## src/carrierPkg.sv

```systemverilog
`default_nettype none

package carrierPkg;

    // Datapath widths
    localparam int errorWidth = 8;
    localparam int dataWidth  = 32;
    localparam int addrWidth  = 12;
    localparam int expWidth   = 5;

    // Demodulation mode codes where code 7 is reserved and never feeds the loop
    localparam logic [2:0] modeAm    = 3'd0;
    localparam logic [2:0] modePm    = 3'd1;
    localparam logic [2:0] modeFm    = 3'd2;
    localparam logic [2:0] mode2Fsk  = 3'd3;
    localparam logic [2:0] modeBpsk  = 3'd4;
    localparam logic [2:0] modeQpsk  = 3'd5;
    localparam logic [2:0] modeOqpsk = 3'd6;

    // Constant removed from the scaled QPSK phase to center the error
    localparam logic [errorWidth-1:0] qpskBias = 8'h20;

    // The register space covers 0x100 to 0x1FF
    localparam logic [addrWidth-1:0] carrierBase      = 12'h100;
    localparam logic [addrWidth-1:0] carrierSpaceMask = 12'hF00;

    // Register offsets inside the space, taken from the low address byte
    localparam logic [7:0] regCtrl    = 8'h00;
    localparam logic [7:0] regLeadExp = 8'h04;
    localparam logic [7:0] regLagExp  = 8'h08;
    localparam logic [7:0] regLimit   = 8'h0C;

    // Bit positions in the control register
    localparam int ctrlInvertBit = 0;
    localparam int ctrlZeroBit   = 1;

    // Register stages from the sampling edge of sync to the output strobe
    localparam int loopLatency = 3;

endpackage

`default_nettype wire

```

## src/loopRegs.sv

```systemverilog
`default_nettype none

module loopRegs (
    input  logic                                clk,
    input  logic                                reset,
    input  logic [carrierPkg::addrWidth-1:0]    addr,
    input  logic [carrierPkg::dataWidth-1:0]    din,
    input  logic                                wr0,
    input  logic                                wr1,
    input  logic                                wr2,
    input  logic                                wr3,
    output logic [carrierPkg::dataWidth-1:0]    dout,
    output logic                                invertError,
    output logic                                zeroError,
    output logic [carrierPkg::expWidth-1:0]     leadExp,
    output logic [carrierPkg::expWidth-1:0]     lagExp,
    output logic [carrierPkg::dataWidth-1:0]    limit
);

    logic       inSpace;
    logic [7:0] offset;
    logic [1:0] ctrlReg;
    logic [3:0] byteWr;

    // Only the upper address bits take part in the space decode
    assign inSpace = (addr & carrierPkg::carrierSpaceMask) == carrierPkg::carrierBase;
    assign offset  = addr[7:0];
    assign byteWr  = {wr3, wr2, wr1, wr0};

    always_ff @(posedge clk) begin
        if (reset) begin
            ctrlReg <= '0;
            leadExp <= '0;
            lagExp  <= '0;
            limit   <= '0;
        end else if (inSpace) begin
            // The narrow registers live entirely in byte lane 0
            if (wr0 && offset == carrierPkg::regCtrl) begin
                ctrlReg <= din[1:0];
            end
            if (wr0 && offset == carrierPkg::regLeadExp) begin
                leadExp <= din[carrierPkg::expWidth-1:0];
            end
            if (wr0 && offset == carrierPkg::regLagExp) begin
                lagExp <= din[carrierPkg::expWidth-1:0];
            end
            if (offset == carrierPkg::regLimit) begin
                for (int i = 0; i < 4; i++) begin
                    if (byteWr[i]) begin
                        limit[8*i +: 8] <= din[8*i +: 8];
                    end
                end
            end
        end
    end

    assign invertError = ctrlReg[carrierPkg::ctrlInvertBit];
    assign zeroError   = ctrlReg[carrierPkg::ctrlZeroBit];

    // Readback is zero outside the space and at unmapped offsets
    always_comb begin
        dout = '0;
        if (inSpace) begin
            case (offset)
                carrierPkg::regCtrl:    dout = {30'd0, ctrlReg};
                carrierPkg::regLeadExp: dout = {27'd0, leadExp};
                carrierPkg::regLagExp:  dout = {27'd0, lagExp};
                carrierPkg::regLimit:   dout = limit;
                default:                dout = '0;
            endcase
        end
    end

endmodule

`default_nettype wire

```

## src/errorSource.sv

```systemverilog
`default_nettype none

module errorSource (
    input  logic                                clk,
    input  logic                                reset,
    input  logic                                sync,
    input  logic [2:0]                          demodMode,
    input  logic [carrierPkg::errorWidth-1:0]   phase,
    input  logic [carrierPkg::errorWidth-1:0]   freq,
    input  logic [carrierPkg::errorWidth-1:0]   offsetError,
    input  logic                                offsetErrorEn,
    input  logic                                invertError,
    input  logic                                zeroError,
    output logic [carrierPkg::errorWidth-1:0]   loopError,
    output logic                                errorValid
);

    logic [carrierPkg::errorWidth-1:0] modeError;
    logic [carrierPkg::errorWidth-1:0] adjError;
    logic                              modeErrorEn;

    // Phase-type error for each demodulation mode
    always_comb begin
        modeError   = '0;
        modeErrorEn = 1'b1;
        case (demodMode)
            carrierPkg::modeAm: begin
                modeError = '0;
            end
            carrierPkg::modePm: begin
                modeError = phase;
            end
            carrierPkg::modeFm: begin
                modeError = freq;
            end
            carrierPkg::mode2Fsk: begin
                modeError   = offsetError;
                modeErrorEn = offsetErrorEn;
            end
            carrierPkg::modeBpsk: begin
                modeError = {phase[6:0], 1'b0};
            end
            carrierPkg::modeQpsk, carrierPkg::modeOqpsk: begin
                // Wraps modulo 256 by design
                modeError = {phase[5:0], 2'b00} - carrierPkg::qpskBias;
            end
            default: begin
                modeError   = '0;
                modeErrorEn = 1'b0;
            end
        endcase
    end

    // Zeroing wins over inversion
    always_comb begin
        if (zeroError) begin
            adjError = '0;
        end else if (invertError) begin
            adjError = ~modeError + 1'b1;
        end else begin
            adjError = modeError;
        end
    end

    always_ff @(posedge clk) begin
        if (reset) begin
            errorValid <= 1'b0;
        end else begin
            errorValid <= sync & modeErrorEn;
        end
    end

    always_ff @(posedge clk) begin
        loopError <= adjError;
    end

endmodule

`default_nettype wire

```

## src/leadGain.sv

```systemverilog
`default_nettype none

module leadGain (
    input  logic                                clk,
    input  logic                                reset,
    input  logic [carrierPkg::errorWidth-1:0]   loopError,
    input  logic                                errorValid,
    input  logic [carrierPkg::expWidth-1:0]     leadExp,
    output logic [carrierPkg::dataWidth-1:0]    leadError,
    output logic                                leadValid
);

    localparam int extBits = carrierPkg::dataWidth - carrierPkg::errorWidth;

    logic [carrierPkg::dataWidth-1:0] errorExt;

    assign errorExt = {{extBits{loopError[carrierPkg::errorWidth-1]}}, loopError};

    // Power-of-two gain where bits shifted past the top are lost
    always_ff @(posedge clk) begin
        if (errorValid) begin
            leadError <= errorExt << leadExp;
        end
    end

    // Stage 2 valid shared with the lag path
    always_ff @(posedge clk) begin
        if (reset) begin
            leadValid <= 1'b0;
        end else begin
            leadValid <= errorValid;
        end
    end

endmodule

`default_nettype wire

```

## src/lagGain.sv

```systemverilog
`default_nettype none

module lagGain (
    input  logic                                clk,
    input  logic                                reset,
    input  logic [carrierPkg::errorWidth-1:0]   loopError,
    input  logic                                errorValid,
    input  logic [carrierPkg::expWidth-1:0]     lagExp,
    input  logic [carrierPkg::dataWidth-1:0]    limit,
    output logic [carrierPkg::dataWidth-1:0]    lagAccum
);

    localparam int extBits = carrierPkg::dataWidth - carrierPkg::errorWidth;

    logic [carrierPkg::dataWidth-1:0] errorExt;
    logic [carrierPkg::dataWidth-1:0] errorScaled;
    logic signed [carrierPkg::dataWidth:0] sum;
    logic signed [carrierPkg::dataWidth:0] posLimit;
    logic signed [carrierPkg::dataWidth:0] negLimit;
    logic [carrierPkg::dataWidth-1:0] nextAccum;

    assign errorExt    = {{extBits{loopError[carrierPkg::errorWidth-1]}}, loopError};
    assign errorScaled = errorExt << lagExp;

    // One extra bit keeps the sum from wrapping before the clamp
    assign sum = $signed({lagAccum[carrierPkg::dataWidth-1], lagAccum})
               + $signed({errorScaled[carrierPkg::dataWidth-1], errorScaled});

    // The limit register holds a magnitude, so both bounds come from it
    assign posLimit = $signed({1'b0, limit});
    assign negLimit = -posLimit;

    always_comb begin
        if (sum > posLimit) begin
            nextAccum = posLimit[carrierPkg::dataWidth-1:0];
        end else if (sum < negLimit) begin
            nextAccum = negLimit[carrierPkg::dataWidth-1:0];
        end else begin
            nextAccum = sum[carrierPkg::dataWidth-1:0];
        end
    end

    always_ff @(posedge clk) begin
        if (reset) begin
            lagAccum <= '0;
        end else if (errorValid) begin
            lagAccum <= nextAccum;
        end
    end

endmodule

`default_nettype wire

```

## src/carrierLoop.sv

```systemverilog
`default_nettype none

module carrierLoop (
    input  logic                                clk,
    input  logic                                reset,
    input  logic                                sync,
    input  logic                                wr0,
    input  logic                                wr1,
    input  logic                                wr2,
    input  logic                                wr3,
    input  logic [carrierPkg::addrWidth-1:0]    addr,
    input  logic [carrierPkg::dataWidth-1:0]    din,
    input  logic [2:0]                          demodMode,
    input  logic [carrierPkg::errorWidth-1:0]   phase,
    input  logic [carrierPkg::errorWidth-1:0]   freq,
    input  logic [carrierPkg::errorWidth-1:0]   offsetError,
    input  logic                                offsetErrorEn,
    output logic [carrierPkg::dataWidth-1:0]    dout,
    output logic [carrierPkg::dataWidth-1:0]    carrierFreqOffset,
    output logic                                carrierFreqEn
);

    logic                               invertError;
    logic                               zeroError;
    logic [carrierPkg::expWidth-1:0]    leadExp;
    logic [carrierPkg::expWidth-1:0]    lagExp;
    logic [carrierPkg::dataWidth-1:0]   limit;
    logic [carrierPkg::errorWidth-1:0]  loopError;
    logic                               errorValid;
    logic [carrierPkg::dataWidth-1:0]   leadError;
    logic                               leadValid;
    logic [carrierPkg::dataWidth-1:0]   lagAccum;
    logic [carrierPkg::dataWidth-1:0]   filterSum;
    logic                               freqEnReg;

    loopRegs u_loopRegs (
        .clk         (clk),
        .reset       (reset),
        .addr        (addr),
        .din         (din),
        .wr0         (wr0),
        .wr1         (wr1),
        .wr2         (wr2),
        .wr3         (wr3),
        .dout        (dout),
        .invertError (invertError),
        .zeroError   (zeroError),
        .leadExp     (leadExp),
        .lagExp      (lagExp),
        .limit       (limit)
    );

    errorSource u_errorSource (
        .clk           (clk),
        .reset         (reset),
        .sync          (sync),
        .demodMode     (demodMode),
        .phase         (phase),
        .freq          (freq),
        .offsetError   (offsetError),
        .offsetErrorEn (offsetErrorEn),
        .invertError   (invertError),
        .zeroError     (zeroError),
        .loopError     (loopError),
        .errorValid    (errorValid)
    );

    leadGain u_leadGain (
        .clk        (clk),
        .reset      (reset),
        .loopError  (loopError),
        .errorValid (errorValid),
        .leadExp    (leadExp),
        .leadError  (leadError),
        .leadValid  (leadValid)
    );

    lagGain u_lagGain (
        .clk        (clk),
        .reset      (reset),
        .loopError  (loopError),
        .errorValid (errorValid),
        .lagExp     (lagExp),
        .limit      (limit),
        .lagAccum   (lagAccum)
    );

    // Third stage holds the filter output and its strobe
    always_ff @(posedge clk) begin
        if (reset) begin
            filterSum <= '0;
            freqEnReg <= 1'b0;
        end else begin
            freqEnReg <= leadValid;
            if (leadValid) begin
                filterSum <= leadError + lagAccum;
            end
        end
    end

    assign carrierFreqOffset = filterSum;
    assign carrierFreqEn     = freqEnReg;

endmodule

`default_nettype wire

```

## config.mk

```make
export PLATFORM = sky130hd
export DESIGN_NAME = carrierLoop
export DESIGN_NICKNAME = d
export VERILOG_FILES = /design/src/carrierPkg.sv /design/src/loopRegs.sv /design/src/errorSource.sv /design/src/leadGain.sv /design/src/lagGain.sv /design/src/carrierLoop.sv
export SDC_FILE = /design/constraint.sdc
export NUM_CORES = 1
export LEC_CHECK = 0
export BUFFER_PORTS_ARGS = -buffer_cell sky130_fd_sc_hd__buf_4
export CAP_MARGIN = 20
export CORE_MARGIN = 1.5
export CORE_UTILIZATION = 30
export DETAILED_ROUTE_END_ITERATION = 8
export PLACE_DENSITY = 0.58
export SETUP_SLACK_MARGIN = 0.4
export SYNTH_ARGS = -nofsm -noshare
export SYNTH_HDL_FRONTEND = slang
export SYNTH_HIERARCHICAL = 1
export SYNTH_SLANG_ARGS = --single-unit
```

## constraint.sdc

```tcl
create_clock -name clk -period 6.8 [get_ports clk]
set_input_delay 1.02 -clock clk [delete_from_list [all_inputs] [get_ports clk]]
set_output_delay 1.02 -clock clk [all_outputs]
set_load 0.005 [all_outputs]
```

==> flow_summary.toml <==
[setup_path]
path_class = "flop to flop"
crit_arrival_ns = 6.64
end_kind = "flop"
r2r_slack_ns = 0.50
crit_slowest_cell = "dfxtp_4"
reg2regPathDepth = 30
max_stage_delay_ns = 0.40
worst_ep_required_time_ns = 7.15
crit_path_max_fanout = 7
reg2reg_from = "u_loopRegs/lagExp[0]$_SDFFE_PP0P_"
cpMostUsedCell = "buf_4"
startpoint_type = "flop"
r2r_end = "u_lagGain/lagAccum[0]$_SDFFE_PP0P_"

[synth]
synth.area.top_cells = "dfxtp_1, ha_1, edfxtp_1"
synth_edf_count = 32
syn_area_sq_um = 14300
yosys.cell_types.count = 103
async_flop_share = 0
ys_warn_count = 6
syn_area_per_cell_sq_um = 8.06
yosysSeqAreaShare = 0.234
ys_ff_latch = 151
synth.top_cell.area_share = 0.167
synth_top_area_cell = "dfxtp_1"
synthFlopType = "dfxtp_1"
syn-num-nets = 1982
synth_cells = 1772

[timing]
rsz0062_at_grt = "true"
hold_violations = 0
setup_viol = 0
min_period_ns = 6.30
drv_slew = 0
max_freq_ghz = 0.159
skew_ns = 0.0128
tightest_slew_ns = 1.01
hold_ws_ns = 0.476
post-route-period-util = 0.926
worst_slew_margin_rel = 0.321

[pwr]
p_seq_frac = 0.248
p_sw_frac = 0.432
p_sw_w = 0.00188
leakagePower_nw = 6.72
power_w = 0.00434
clkPwrFrac = 0.203
internal-power_w = 0.00246
p_comb_frac = 0.549
powerDensity_nw_per_um2 = 253
peakVddDrop_mv = 0.151

[clock_network]
cts_hold_buf = 0
cts_sinks = 151
tritoncts = "yes"
cts_buffers = 17
path_clk_slew_ns = 0.07
h-tree-depth = 4
cts-root-buf = "clkbuf_16"
clk-insertion-delay-late_ns = 0.45
clockBufferDepth = 2

[status]
outcome = "finished clean"

[global_routing]
antenna_found_initial = 0
grt-ovfl-total = 0
grt_pass1_vias = 12936
grt_max_degree = 108
grt_pass1_wl_mm = 71.4
track_usage = 0.183

[worst_hold_path]
hold_depth = 2
whs_endpoint = "carrierFreqOffset[17]$_SDFFE_PP0P_"
min_from = "carrierFreqOffset[17]$_SDFFE_PP0P_"
hp-class = "flop to flop"

[layout]
drive_above_1_share = 0.200
fin_nets = 2106
num_antenna_cells = 0
final_common_cell = "buf_4"
layout_common_cells = "buf_4, nor2_1, a21oi_1, nand2_1, ha_1"
fin_util = 0.367
fin_cells = 2516
area_growth_pct = 20.4

[floorplanning]
row_count = 79
io_pins = 144
core_area_sq_um = 46800
fp.dieW_um = 221
initial_core_util = 0.305
die_h_um = 221
dieArea_sq_um = 48900

[placed_design]
hpwlAfterDp_mm = 36.8
place_congestion = 0.919
dp.cells = 2463
portBuffers = 143

[flow_run]
maxCapViolCount = 0

[routing]
vias_per_cell = 5.52
routed_wl_mm = 47.0
num_vias = 13891
drt_first_pass_iters = 7
post_drt_wl_per_cell_um = 18.7
remaining_drc_errors = 0
initialDrtViolationCount = 992
ant_nets = 0
-- critical path, delay by kind of cell, from the launching register on --
family          cells  cell delay, ns
compound gates     13            2.59
fa+ha+maj           2            0.39
buf+inv             5            0.84
flops               1            0.40
mux                 1            0.29
simple gates        9            1.66
-- routing by layer --
| layer | routed length [um] | vias to the layer above | part of all wire | track usage |
|---|---|---|---|---|
| li1 | - | 6758 | - | - |
| met4 | 1470 | 0 | 0.031 | 0.0732 |
| met5 | 0 | - | 0 | 0 |
| met1 | 20600 | 6663 | 0.44 | 0.232 |
| met2 | 23100 | 388 | 0.49 | 0.316 |
| met3 | 1830 | 82 | 0.039 | 0.0207 |
-- power by group through the flow --
stage | sequential (W) | combinational [W] | clock (W)
after floorplan | 0.00104 | 0.00147 | 0
after global placement | 0.00109 | 0.00210 | 0
after detailed placement | 0.00109 | 0.00213 | 0
after CTS | 0.00107 | 0.00218 | 0.000911
after global routing | 0.00108 | 0.00260 | 0.000943
final | 0.00108 | 0.00238 | 0.000883
-- per-stage QoR --
| stage | instance area [sq um] | worst slack (ns) | setup TNS (ns) |
|---|---|---|---|
| after detailed placement | 16000 | -0.0309 | -0.0309 |
| after floorplan | 14300 | 0.424 | 0 |
| after global routing | 17200 | 0.216 | 0 |
| after CTS | 16600 | 0.409 | 0 |
| after global placement | 16000 | 0.0980 | 0 |
| final | 17200 | 0.503 | 0 |
-- cell usage after synthesis (7+ instances only) --
cell type / instances
a21oi_1: 135
nand2b_1: 99
ha_1: 129
a211oi_1: 39
a31oi_1: 19
nand3_1: 34
nor2b_1: 20
nand4_1: 31
a21o_1: 26
nor2_1: 192
mux2i_1: 84
o21ai_0: 70
and3_1: 9
o31ai_1: 8
o21bai_1: 9
mux2_2: 10
o21a_1: 9
o21ai_1: 11
o22ai_1: 16
dfxtp_1: 119
nand2_1: 118
xor2_1: 21
nand3b_1: 16
o211ai_1: 17
or4_1: 7
edfxtp_1: 32
buf_2: 12
a311oi_1: 8
clkbuf_1: 68
xnor2_1: 60
inv_1: 71
buf_6: 9
nor4_1: 10
o32ai_1: 19
and2_1: 35
nor3b_1: 7
nor3_1: 36
-- worst max-delay path by stage --
stage | startpoint | to | slack (ns) | depth (start not counted)
floorplan | u_loopRegs/lagExp[0]$_SDFFE_PP0P_ | u_lagGain/lagAccum[2]$_SDFFE_PP0P_ | 0.42 | 26
global placement | u_loopRegs/lagExp[0]$_SDFFE_PP0P_ | u_lagGain/lagAccum[0]$_SDFFE_PP0P_ | 0.1 | 28
detailed placement | u_loopRegs/lagExp[0]$_SDFFE_PP0P_ | u_lagGain/lagAccum[0]$_SDFFE_PP0P_ | -0.03 | 27
CTS | u_loopRegs/lagExp[0]$_SDFFE_PP0P_ | u_lagGain/lagAccum[0]$_SDFFE_PP0P_ | 0.41 | 29
global route | u_loopRegs/lagExp[0]$_SDFFE_PP0P_ | u_lagGain/lagAccum[0]$_SDFFE_PP0P_ | 0.22 | 30
finish | u_loopRegs/lagExp[0]$_SDFFE_PP0P_ | u_lagGain/lagAccum[0]$_SDFFE_PP0P_ | 0.50 | 30
-- logic make-up (layout without fill, tap and decap cells) --
logic type	Yosys count	in the layout	share of synthesized area
AOI/OAI and AO/OA	474	474	0.225
and+or+nand+nor	653	653	0.240
muxes	107	107	0.0823
buffers and inverters	175	312	0.0530
xor gates and xnor gates	81	81	0.0497
DFF	151	151	0.234
adders and majority gates	131	131	0.116
-- layout make-up --
cell class,instances,area (sq um)
clock inverter,13,98.8
inverter,77,294
multi-input combinational,1446,10700
clock buffer,19,433
fill,4809,29600
sequential,151,3350
tap,607,759
timing repair buffer,203,1590
-- registers in the layout, summed over array words and instances, names as in the netlist --
register                  flops
u_leadGain/leadError         32
u_leadGain/leadValid          1
carrierFreqEn                 1
u_loopRegs/leadExp            5
u_loopRegs/ctrlReg            2
u_errorSource/loopError       8
carrierFreqOffset            32
u_lagGain/lagAccum           32
u_loopRegs/lagExp             5
u_errorSource/errorValid      1
u_loopRegs/limit             32
-- what timing repair did --
action	CTS	global route
cloned	0	1
pin swaps	5	23
setup buffers	4	15
endpoints found under the setup margin	32	32
resized for setup	21	94
No activity file was read; power rests on OpenSTA's default activity.
